--- config.mk ---
export PLATFORM = sky130hd
export DESIGN_NAME = datapath
export DESIGN_NICKNAME = d
export VERILOG_FILES = /design/src/verilog/rv32i_pkg.sv /design/src/verilog/fetch_stage.sv /design/src/verilog/decode_stage.sv /design/src/verilog/hazard_unit.sv /design/src/verilog/execute_stage.sv /design/src/verilog/memory_stage.sv /design/src/verilog/datapath.sv
export SDC_FILE = /design/constraint.sdc
export NUM_CORES = 2
export LEC_CHECK = 0
export BUFFER_PORTS_ARGS = -buffer_cell sky130_fd_sc_hd__buf_2
export CAP_MARGIN = 5
export CELL_PAD_IN_SITES_DETAIL_PLACEMENT = 1
export CELL_PAD_IN_SITES_GLOBAL_PLACEMENT = 2
export CORE_ASPECT_RATIO = 0.6
export CORE_MARGIN = 2
export CORE_UTILIZATION = 43
export DETAILED_ROUTE_END_ITERATION = 12
export PLACE_DENSITY_LB_ADDON = 0.25
export SLEW_MARGIN = 20
export SYNTH_ARGS = -nofsm -noshare
export SYNTH_HDL_FRONTEND = slang
export SYNTH_SLANG_ARGS = --single-unit
--- constraint.sdc ---
create_clock -name clk -period 18.69 [get_ports clk]
set_input_delay 1.869 -clock clk [delete_from_list [all_inputs] [get_ports clk]]
set_output_delay 1.869 -clock clk [all_outputs]
set_load 0.005 [all_outputs]
--- src/verilog/rv32i_pkg.sv ---
package rv32i_pkg;

    typedef logic [31:0] rv32i_word;
    typedef logic [4:0]  reg_idx_t;

    // base opcodes of the supported subset
    typedef enum logic [6:0] {
        op_reg   = 7'b0110011,
        op_imm   = 7'b0010011,
        op_lui   = 7'b0110111,
        op_load  = 7'b0000011,
        op_store = 7'b0100011,
        op_br    = 7'b1100011,
        op_jal   = 7'b1101111
    } opcode_t;

    typedef enum logic [2:0] {
        alu_add,
        alu_sub,
        alu_and,
        alu_or,
        alu_xor,
        alu_slt,
        alu_sll,
        alu_srl
    } alu_op_t;

    // where an operand is taken from
    typedef enum logic [1:0] {
        fwd_reg,
        fwd_mem,
        fwd_wb
    } fwd_sel_t;

    // decoded fields, imm already chosen by format
    typedef struct packed {
        opcode_t    opcode;
        reg_idx_t   rd;
        reg_idx_t   rs1;
        reg_idx_t   rs2;
        logic [2:0] funct3;
        rv32i_word  imm;
    } instr_t;

    typedef struct packed {
        alu_op_t alu_op;
        logic    use_imm;
        logic    load_regfile;
        logic    mem_read;
        logic    mem_write;
        logic    is_branch;
        logic    is_jump;
        logic    link;
    } ctrl_t;

    typedef struct packed {
        logic      valid;
        rv32i_word pc;
        rv32i_word instr;
    } ifid_t;

    typedef struct packed {
        logic      valid;
        rv32i_word pc;
        instr_t    instr;
        ctrl_t     ctrl;
        rv32i_word rs1_val;
        rv32i_word rs2_val;
    } idex_t;

    typedef struct packed {
        logic      valid;
        rv32i_word pc;
        instr_t    instr;
        ctrl_t     ctrl;
        rv32i_word alu_out;
        rv32i_word store_data;
        logic      br_taken;
    } exmem_t;

    typedef struct packed {
        logic      valid;
        ctrl_t     ctrl;
        reg_idx_t  rd;
        rv32i_word wb_val;
    } memwb_t;

endpackage : rv32i_pkg

--- src/verilog/fetch_stage.sv ---
module fetch_stage import rv32i_pkg::*; #(
    parameter rv32i_word reset_pc = 32'h0000_0000
) (
    input  logic      clk,
    input  logic      branch_rst,
    input  logic      freeze,
    input  logic      load_stall,
    input  logic      redirect_valid,
    input  rv32i_word redirect_pc,
    input  rv32i_word icache_rdata,
    output logic      icache_read,
    output rv32i_word icache_addr,
    output ifid_t     ifid
);

    rv32i_word pc;
    rv32i_word pc_next;
    logic      fetch_en;

    // redirect from memory wins over sequential fetch
    assign pc_next = redirect_valid ? redirect_pc : pc + 32'd4;

    // request every cycle once out of reset
    assign icache_read = fetch_en;
    assign icache_addr = pc;

    always_ff @(posedge clk) begin
        if (branch_rst) begin
            pc         <= reset_pc;
            fetch_en   <= 1'b0;
            ifid.valid <= 1'b0;
        end else begin
            fetch_en <= 1'b1;
            // nothing was requested in the cycle that leaves reset
            if (fetch_en && !freeze) begin
                if (redirect_valid) begin
                    pc         <= pc_next;
                    ifid.valid <= 1'b0;
                end else if (!load_stall) begin
                    pc         <= pc_next;
                    ifid.valid <= 1'b1;
                    ifid.pc    <= pc;
                    ifid.instr <= icache_rdata;
                end
            end
        end
    end

    // jump and branch targets from execute must stay on word boundaries
    pc_aligned: assert property (@(posedge clk) disable iff (branch_rst)
        pc[1:0] == 2'b00);

endmodule : fetch_stage

--- src/verilog/decode_stage.sv ---
module decode_stage import rv32i_pkg::*; (
    input  logic   clk,
    input  logic   branch_rst,
    input  logic   freeze,
    input  logic   load_stall,
    input  logic   redirect_valid,
    input  ifid_t  ifid,
    input  memwb_t memwb,
    output instr_t id_srcs,
    output idex_t  idex
);

    rv32i_word regs [1:31];
    rv32i_word raw;
    instr_t    dec;
    ctrl_t     ctrl;
    logic      known;
    logic      id_valid;
    logic      wb_en;
    logic      bubble;

    function automatic alu_op_t alu_decode(logic [2:0] funct3, logic alt);
        case (funct3)
            3'b000:  return alt ? alu_sub : alu_add;
            3'b001:  return alu_sll;
            3'b010:  return alu_slt;
            3'b100:  return alu_xor;
            3'b101:  return alu_srl;
            3'b110:  return alu_or;
            3'b111:  return alu_and;
            default: return alu_add;
        endcase
    endfunction

    // x0 reads zero, a same-cycle writeback is seen first
    function automatic rv32i_word rf_read(reg_idx_t idx);
        if (idx == '0) begin
            return '0;
        end
        if (wb_en && memwb.rd == idx) begin
            return memwb.wb_val;
        end
        return regs[idx];
    endfunction

    assign raw = ifid.instr;

    always_comb begin
        dec.opcode = opcode_t'(raw[6:0]);
        dec.rd     = raw[11:7];
        dec.funct3 = raw[14:12];
        dec.rs1    = raw[19:15];
        dec.rs2    = raw[24:20];
        dec.imm    = '0;
        ctrl       = '0;
        known      = 1'b1;
        case (dec.opcode)
            op_reg: begin
                ctrl.alu_op       = alu_decode(dec.funct3, raw[30]);
                ctrl.load_regfile = 1'b1;
            end
            op_imm: begin
                dec.rs2           = '0;
                dec.imm           = {{20{raw[31]}}, raw[31:20]};
                ctrl.alu_op       = alu_decode(dec.funct3, 1'b0);
                ctrl.use_imm      = 1'b1;
                ctrl.load_regfile = 1'b1;
            end
            op_lui: begin
                dec.rs1           = '0;
                dec.rs2           = '0;
                dec.imm           = {raw[31:12], 12'h000};
                ctrl.load_regfile = 1'b1;
            end
            op_load: begin
                dec.rs2           = '0;
                dec.imm           = {{20{raw[31]}}, raw[31:20]};
                ctrl.use_imm      = 1'b1;
                ctrl.load_regfile = 1'b1;
                ctrl.mem_read     = 1'b1;
            end
            op_store: begin
                dec.imm        = {{20{raw[31]}}, raw[31:25], raw[11:7]};
                ctrl.use_imm   = 1'b1;
                ctrl.mem_write = 1'b1;
            end
            op_br: begin
                dec.imm        = {{20{raw[31]}}, raw[7], raw[30:25], raw[11:8], 1'b0};
                ctrl.is_branch = 1'b1;
            end
            op_jal: begin
                dec.rs1           = '0;
                dec.rs2           = '0;
                dec.imm           = {{12{raw[31]}}, raw[19:12], raw[20], raw[30:21], 1'b0};
                ctrl.is_jump      = 1'b1;
                ctrl.link         = 1'b1;
                ctrl.load_regfile = 1'b1;
            end
            default: begin
                known = 1'b0;
            end
        endcase
        // bubbles carry no sources and no control
        if (!ifid.valid || !known) begin
            dec.rs1 = '0;
            dec.rs2 = '0;
            ctrl    = '0;
        end
    end

    assign id_valid = ifid.valid && known;
    assign id_srcs  = dec;

    assign wb_en = memwb.valid && memwb.ctrl.load_regfile && memwb.rd != '0;

    always_ff @(posedge clk) begin
        if (wb_en) begin
            regs[memwb.rd] <= memwb.wb_val;
        end
    end

    assign bubble = load_stall || redirect_valid || !id_valid;

    always_ff @(posedge clk) begin
        if (branch_rst) begin
            idex.valid <= 1'b0;
            idex.ctrl  <= '0;
        end else if (!freeze) begin
            if (bubble) begin
                idex.valid <= 1'b0;
                idex.ctrl  <= '0;
            end else begin
                idex.valid <= 1'b1;
                idex.ctrl  <= ctrl;
            end
            idex.pc      <= ifid.pc;
            idex.instr   <= dec;
            idex.rs1_val <= rf_read(dec.rs1);
            idex.rs2_val <= rf_read(dec.rs2);
        end
    end

endmodule : decode_stage

--- src/verilog/hazard_unit.sv ---
module hazard_unit import rv32i_pkg::*; (
    input  instr_t   id_srcs,
    input  idex_t    idex,
    input  exmem_t   exmem,
    input  memwb_t   memwb,
    input  logic     icache_read,
    input  logic     icache_resp,
    input  logic     dcache_read,
    input  logic     dcache_write,
    input  logic     dcache_resp,
    output fwd_sel_t rs1_sel,
    output fwd_sel_t rs2_sel,
    output fwd_sel_t store_sel,
    output logic     load_stall,
    output logic     freeze
);

    logic mem_writes;
    logic wb_writes;
    logic ex_is_load;

    // only producers of a nonzero register can forward
    assign mem_writes = exmem.valid && exmem.ctrl.load_regfile && exmem.instr.rd != '0;
    assign wb_writes  = memwb.valid && memwb.ctrl.load_regfile && memwb.rd != '0;

    // memory holds the younger producer so it is checked first
    function automatic fwd_sel_t src_sel(reg_idx_t src);
        if (mem_writes && exmem.instr.rd == src) begin
            return fwd_mem;
        end
        if (wb_writes && memwb.rd == src) begin
            return fwd_wb;
        end
        return fwd_reg;
    endfunction

    always_comb begin
        rs1_sel = src_sel(idex.instr.rs1);
        rs2_sel = src_sel(idex.instr.rs2);
        // store data in memory can still pick up the writeback value
        if (exmem.ctrl.mem_write && wb_writes && memwb.rd == exmem.instr.rs2) begin
            store_sel = fwd_wb;
        end else begin
            store_sel = fwd_reg;
        end
    end

    assign ex_is_load = idex.valid && idex.ctrl.mem_read && idex.instr.rd != '0;
    assign load_stall = ex_is_load &&
                        (idex.instr.rd == id_srcs.rs1 || idex.instr.rd == id_srcs.rs2);

    // any outstanding request without resp holds the whole pipe
    assign freeze = (icache_read && !icache_resp) ||
                    ((dcache_read || dcache_write) && !dcache_resp);

endmodule : hazard_unit

--- src/verilog/execute_stage.sv ---
module execute_stage import rv32i_pkg::*; (
    input  logic      clk,
    input  logic      branch_rst,
    input  logic      freeze,
    input  logic      redirect_valid,
    input  idex_t     idex,
    input  fwd_sel_t  rs1_sel,
    input  fwd_sel_t  rs2_sel,
    input  rv32i_word exmem_fwd,
    input  rv32i_word wb_fwd,
    output exmem_t    exmem
);

    rv32i_word op_a;
    rv32i_word op_b;
    rv32i_word alu_b;
    rv32i_word alu_res;
    rv32i_word target;
    rv32i_word ex_result;
    logic      taken;

    function automatic rv32i_word pick(fwd_sel_t sel, rv32i_word reg_val);
        case (sel)
            fwd_mem: return exmem_fwd;
            fwd_wb:  return wb_fwd;
            default: return reg_val;
        endcase
    endfunction

    always_comb begin
        op_a  = pick(rs1_sel, idex.rs1_val);
        op_b  = pick(rs2_sel, idex.rs2_val);
        alu_b = idex.ctrl.use_imm ? idex.instr.imm : op_b;
    end

    always_comb begin
        case (idex.ctrl.alu_op)
            alu_add: alu_res = op_a + alu_b;
            alu_sub: alu_res = op_a - alu_b;
            alu_and: alu_res = op_a & alu_b;
            alu_or:  alu_res = op_a | alu_b;
            alu_xor: alu_res = op_a ^ alu_b;
            alu_slt: alu_res = {31'b0, $signed(op_a) < $signed(alu_b)};
            alu_sll: alu_res = op_a << alu_b[4:0];
            alu_srl: alu_res = op_a >> alu_b[4:0];
            default: alu_res = op_a + alu_b;
        endcase
    end

    // branches and jal share the pc-relative adder
    assign target = idex.pc + idex.instr.imm;

    assign ex_result = (idex.instr.opcode == op_lui) ? idex.instr.imm :
                       (idex.ctrl.is_branch || idex.ctrl.is_jump) ? target : alu_res;

    // beq on funct3 000, bne on 001
    assign taken = idex.ctrl.is_branch &&
                   ((idex.instr.funct3 == 3'b000 && op_a == op_b) ||
                    (idex.instr.funct3 == 3'b001 && op_a != op_b));

    always_ff @(posedge clk) begin
        if (branch_rst) begin
            exmem.valid    <= 1'b0;
            exmem.ctrl     <= '0;
            exmem.br_taken <= 1'b0;
        end else if (!freeze) begin
            if (redirect_valid) begin
                exmem.valid    <= 1'b0;
                exmem.ctrl     <= '0;
                exmem.br_taken <= 1'b0;
            end else begin
                exmem.valid    <= idex.valid;
                exmem.ctrl     <= idex.ctrl;
                exmem.br_taken <= taken;
            end
            exmem.pc         <= idex.pc;
            exmem.instr      <= idex.instr;
            exmem.alu_out    <= ex_result;
            exmem.store_data <= op_b;
        end
    end

    // a load in memory has no data yet, the load-use stall keeps its consumer back
    no_load_fwd: assert property (@(posedge clk) disable iff (branch_rst)
        (idex.valid && exmem.valid && exmem.ctrl.mem_read)
            |-> (rs1_sel != fwd_mem && rs2_sel != fwd_mem));

endmodule : execute_stage

--- src/verilog/memory_stage.sv ---
module memory_stage import rv32i_pkg::*; (
    input  logic       clk,
    input  logic       branch_rst,
    input  logic       freeze,
    input  exmem_t     exmem,
    input  fwd_sel_t   store_sel,
    input  rv32i_word  wb_fwd,
    input  rv32i_word  dcache_rdata,
    output logic       dcache_read,
    output logic       dcache_write,
    output rv32i_word  dcache_addr,
    output rv32i_word  dcache_wdata,
    output logic [3:0] dcache_byte_enable,
    output logic       redirect_valid,
    output rv32i_word  redirect_pc,
    output memwb_t     memwb
);

    rv32i_word wb_val;

    assign dcache_read  = exmem.valid && exmem.ctrl.mem_read;
    assign dcache_write = exmem.valid && exmem.ctrl.mem_write;
    assign dcache_addr  = exmem.alu_out;
    assign dcache_wdata = (store_sel == fwd_wb) ? wb_fwd : exmem.store_data;
    // word stores only
    assign dcache_byte_enable = {4{dcache_write}};

    // taken branch or jal, target already in alu_out
    assign redirect_valid = exmem.valid && (exmem.br_taken || exmem.ctrl.is_jump);
    assign redirect_pc    = exmem.alu_out;

    assign wb_val = exmem.ctrl.mem_read ? dcache_rdata :
                    exmem.ctrl.link ? exmem.pc + 32'd4 : exmem.alu_out;

    always_ff @(posedge clk) begin
        if (branch_rst) begin
            memwb.valid <= 1'b0;
            memwb.ctrl  <= '0;
        end else if (!freeze) begin
            memwb.valid  <= exmem.valid;
            memwb.ctrl   <= exmem.ctrl;
            memwb.rd     <= exmem.instr.rd;
            memwb.wb_val <= wb_val;
        end
    end

    rw_exclusive: assert property (@(posedge clk) disable iff (branch_rst)
        !(dcache_read && dcache_write));

endmodule : memory_stage

--- src/verilog/datapath.sv ---
module datapath import rv32i_pkg::*; #(
    parameter rv32i_word reset_pc = 32'h0000_0000
) (
    input  logic       clk,
    input  logic       branch_rst,

    // icache port
    output logic       icache_read,
    output rv32i_word  icache_addr,
    input  rv32i_word  icache_rdata,
    input  logic       icache_resp,

    // dcache port
    output logic [3:0] dcache_byte_enable,
    output logic       dcache_read,
    output logic       dcache_write,
    output rv32i_word  dcache_addr,
    output rv32i_word  dcache_wdata,
    input  rv32i_word  dcache_rdata,
    input  logic       dcache_resp
);

    ifid_t     ifid;
    idex_t     idex;
    exmem_t    exmem;
    memwb_t    memwb;
    instr_t    id_srcs;
    fwd_sel_t  rs1_sel;
    fwd_sel_t  rs2_sel;
    fwd_sel_t  store_sel;
    logic      load_stall;
    logic      freeze;
    logic      redirect_valid;
    rv32i_word redirect_pc;

    fetch_stage #(
        .reset_pc       (reset_pc)
    ) fetch (
        .clk            (clk),
        .branch_rst     (branch_rst),
        .freeze         (freeze),
        .load_stall     (load_stall),
        .redirect_valid (redirect_valid),
        .redirect_pc    (redirect_pc),
        .icache_rdata   (icache_rdata),
        .icache_read    (icache_read),
        .icache_addr    (icache_addr),
        .ifid           (ifid)
    );

    decode_stage decode (
        .clk            (clk),
        .branch_rst     (branch_rst),
        .freeze         (freeze),
        .load_stall     (load_stall),
        .redirect_valid (redirect_valid),
        .ifid           (ifid),
        .memwb          (memwb),
        .id_srcs        (id_srcs),
        .idex           (idex)
    );

    hazard_unit hazard (
        .id_srcs        (id_srcs),
        .idex           (idex),
        .exmem          (exmem),
        .memwb          (memwb),
        .icache_read    (icache_read),
        .icache_resp    (icache_resp),
        .dcache_read    (dcache_read),
        .dcache_write   (dcache_write),
        .dcache_resp    (dcache_resp),
        .rs1_sel        (rs1_sel),
        .rs2_sel        (rs2_sel),
        .store_sel      (store_sel),
        .load_stall     (load_stall),
        .freeze         (freeze)
    );

    // a jal in memory is always flushing execute, so alu_out is the only mem result needed
    execute_stage execute (
        .clk            (clk),
        .branch_rst     (branch_rst),
        .freeze         (freeze),
        .redirect_valid (redirect_valid),
        .idex           (idex),
        .rs1_sel        (rs1_sel),
        .rs2_sel        (rs2_sel),
        .exmem_fwd      (exmem.alu_out),
        .wb_fwd         (memwb.wb_val),
        .exmem          (exmem)
    );

    memory_stage memory (
        .clk                (clk),
        .branch_rst         (branch_rst),
        .freeze             (freeze),
        .exmem              (exmem),
        .store_sel          (store_sel),
        .wb_fwd             (memwb.wb_val),
        .dcache_rdata       (dcache_rdata),
        .dcache_read        (dcache_read),
        .dcache_write       (dcache_write),
        .dcache_addr        (dcache_addr),
        .dcache_wdata       (dcache_wdata),
        .dcache_byte_enable (dcache_byte_enable),
        .redirect_valid     (redirect_valid),
        .redirect_pc        (redirect_pc),
        .memwb              (memwb)
    );

endmodule : datapath

==> impl_results.md <==
* Initial antenna violation count at 27
* RSZ-0062 raised after global routing: false
* Longest Clk Path Bufs at 4
* CTS Sinks at about 1.4k
* GPL Wtd Cong at between 1 and 1.5
* YS warnings at 0
* Mapped Area at 74,800 um2
* Vias in the first global route at roughly 63k
* Max Slew Vio Count at 0
* CTS tree: yes
* Overflow after GRT at 0
* Final Hold Fails at 0
* Layout area overhead at 11.3%
* Routed len/inst at between 40 and 50 um
* Mapped Cells at ~6.8k
* Site Rows at roughly 120
* Drt initial violations at 11.1k
* Detailed placer's ending HPWL at about 250 mm
* Die width at roughly 540 um
* Worst path arrival time at between 8 and 9 ns
* Req. time, crit path at between 15 and 20 ns
* Fin crit share at 41.2%
* First-pass DRT Iterations at 7
* Sequential share of the synthesized area at 55.7%
* Gr usage total at roughly 41%
* Layout cells sized above 1 at 12.4%
* CP Launch Type: flop
* Final setup viols at 0
* Post-layout min period at about 7.7 ns
* Pin count of the biggest net entering global routing at 154
* Vias at ~66k
* Leak Pwr at between 20 and 30 nW
* Crit-path max FO at 28
* Num CTS Buffers at ~150
* Asr flop ratio synth at 0%
* Peak VDD IR at 0.0757 mV
* Hold buffers post-CTS at 0
* Critical Path Sink Type: flop
* Hold WC Path Type: reg -> reg
* Global-route wire length before repair at 515 mm
* Max Fclk at 0.130 GHz
* Status: completed
* Antenna Violating Nets Remaining at 0
* Vias per cell at about 7.2
* Post-CTS Resized at 0
* Seq cells post-synth at approximately 1.4k
* Initial core utilization at between 40 and 50%
* # fillers at around 18k
* Skew-Pair Late Insertion Delay at 0.83 ns
* Hold Slack at 0.418 ns
* Max_slew headroom at 7.22%
* Syn Nets at slightly above 7k
* I/O pin count at 171
* Commonest non-fill, non-tap cell in the layout: edfxtp_1
* Post-Route Setup TNS at 0 ns
* DIE AREA at 177,000 um2
* Clk slew on worst S/H paths at roughly 0.060 ns
* Syn_area_per_cell at between 10 and 15 um2
* Die height at around 330 um
* # DRC at 0
* WL final at 376 mm
* Most frequent cells in the layout: edfxtp_1 (1,352), nand2_1 (971), o21ai_0 (491)
* Post-synth EDFFs at ~1.4k
* Nets at 6,998
* Max-Cap Viols at 0
* PortBufs at 170
* PwrDens at ~86 nW/um2
* Ys flop type: edfxtp_1
* H-tree depth at 4
* Worst Max-Slew Pin Slew at ~1.4 ns
* Skew final at between 0.05 and 0.06 ns
* Core area at about 170,000 um2
* Synth cell types at 100
* Setup repair bufs after CTS at 0
* CP Class: reg -> reg
* Clock Tree Root: clkbuf_16
cell usage after synthesis, types with 30 or more instances:
library cell,number,share of area [%]
edfxtp_1,1352,54
nand2_1,984,4.9
o21ai_0,496,3.3
clkbuf_1,451,2.3
o22ai_1,293,2.5
a21oi_1,287,1.9
nor2_1,272,1.4
o221ai_1,271,3.2
nand3_1,237,1.6
mux2i_1,228,3.1
a31oi_1,167,1.4
a311oi_1,159,1.9
ha_1,132,2.2
xnor2_1,127,1.5
nor3_1,113,0.76
inv_1,111,0.56
o211ai_1,96,0.96
a211oi_1,70,0.70
mux2_2,68,1.0
and3_1,65,0.54
buf_2,58,0.39
dfxtp_1,52,1.4
a22o_1,49,0.57
buf_1,49,0.25
o31ai_1,49,0.49
a21o_1,44,0.44
buf_4,37,0.37
mux4_2,34,1.0
xor2_1,33,0.39
a32o_1,32,0.43
a22oi_1,30,0.30
report_power, final:
part           switching (W)  internal [W]  total [W]
Combinational       0.000395      0.000144   0.000539
Sequential         0.0000886       0.00350    0.00359
Clock                0.00134       0.00167    0.00301
Total                0.00182       0.00532    0.00714
per-stage QoR:
step | total power, W | instance area [um2] | setup slack, ns | cells | util (%)
2_1_floorplan | 0.00389 | 74800 | 3.02 | 6838 | -
3_3_place_gp | 0.00415 | 78500 | 11.55 | 8921 | 45.5
3_5_place_dp | 0.00415 | 78500 | 11.27 | 8921 | 45.5
4_1_cts | 0.00710 | 83200 | 11.25 | 9188 | 48.2
5_1_grt | 0.00727 | 83200 | 10.81 | 9192 | 48.2
6_report | 0.00714 | 83200 | 10.98 | 9201 | 48.2
final timing paths:
kind	start	end	slack, ns	cells after the start
max	memory.memwb[34]	execute.exmem[64]	10.98	19
min	fetch.ifid[52]	decode.idex[151]	0.42	0
max reg2reg	memory.memwb[34]	execute.exmem[64]	10.98	19
min reg2reg	fetch.ifid[52]	decode.idex[151]	0.42	0
flip-flops by register name, indices dropped and copies added (netlist names):
name / flops
decode.regs: 992
decode.idex: 163
execute.exmem: 112
fetch.ifid: 65
memory.memwb: 39
fetch.icache_addr: 32
fetch.icache_read: 1
cell families after synthesis:
group / synth area share (%)
muxes: 5.15
DFF: 55.7
buffers and inverters: 3.94
AOI/OAI and AO/OA: 20.4
adders and majority gates: 2.23
xor gates and xnor gates: 1.87
and+or+nand+nor: 10.7
area by class of cell:
class	count	area, um2	share of cell area (%)
clock inverter	77	658	0.791
timing repair buffer	403	2640	3.17
clock buffer	190	4040	4.85
antenna	11	27.5	0.0331
tap	2280	2850	3.43
inverter	125	502	0.603
multi-input combinational	4711	30900	37.1
sequential	1404	41600	50.0
worst max-delay path, cell delays in order, from the launching register on:
cell,delay (ns)
edfxtp_1,0.60
or3_1,0.66
o311a_1,0.50
a21boi_1,0.37
o31a_1,0.19
buf_4,0.32
nor2_8,0.11
inv_2,0.23
ha_1,0.23
nor2_1,0.08
o31ai_1,0.71
a211oi_1,0.34
a211oi_1,0.56
nor3_1,0.20
a311oi_1,0.74
o31a_1,0.52
o41ai_1,0.20
mux2i_1,0.15
or4_1,0.55
o221a_2,0.14
layer usage:
metal	GRT usage (%)	wire [um]
met1	61.6	161000
met2	51.2	138000
met3	20.1	63700
met4	12.4	12500
met5	0	613
No activity file was read; power rests on OpenSTA's default activity.
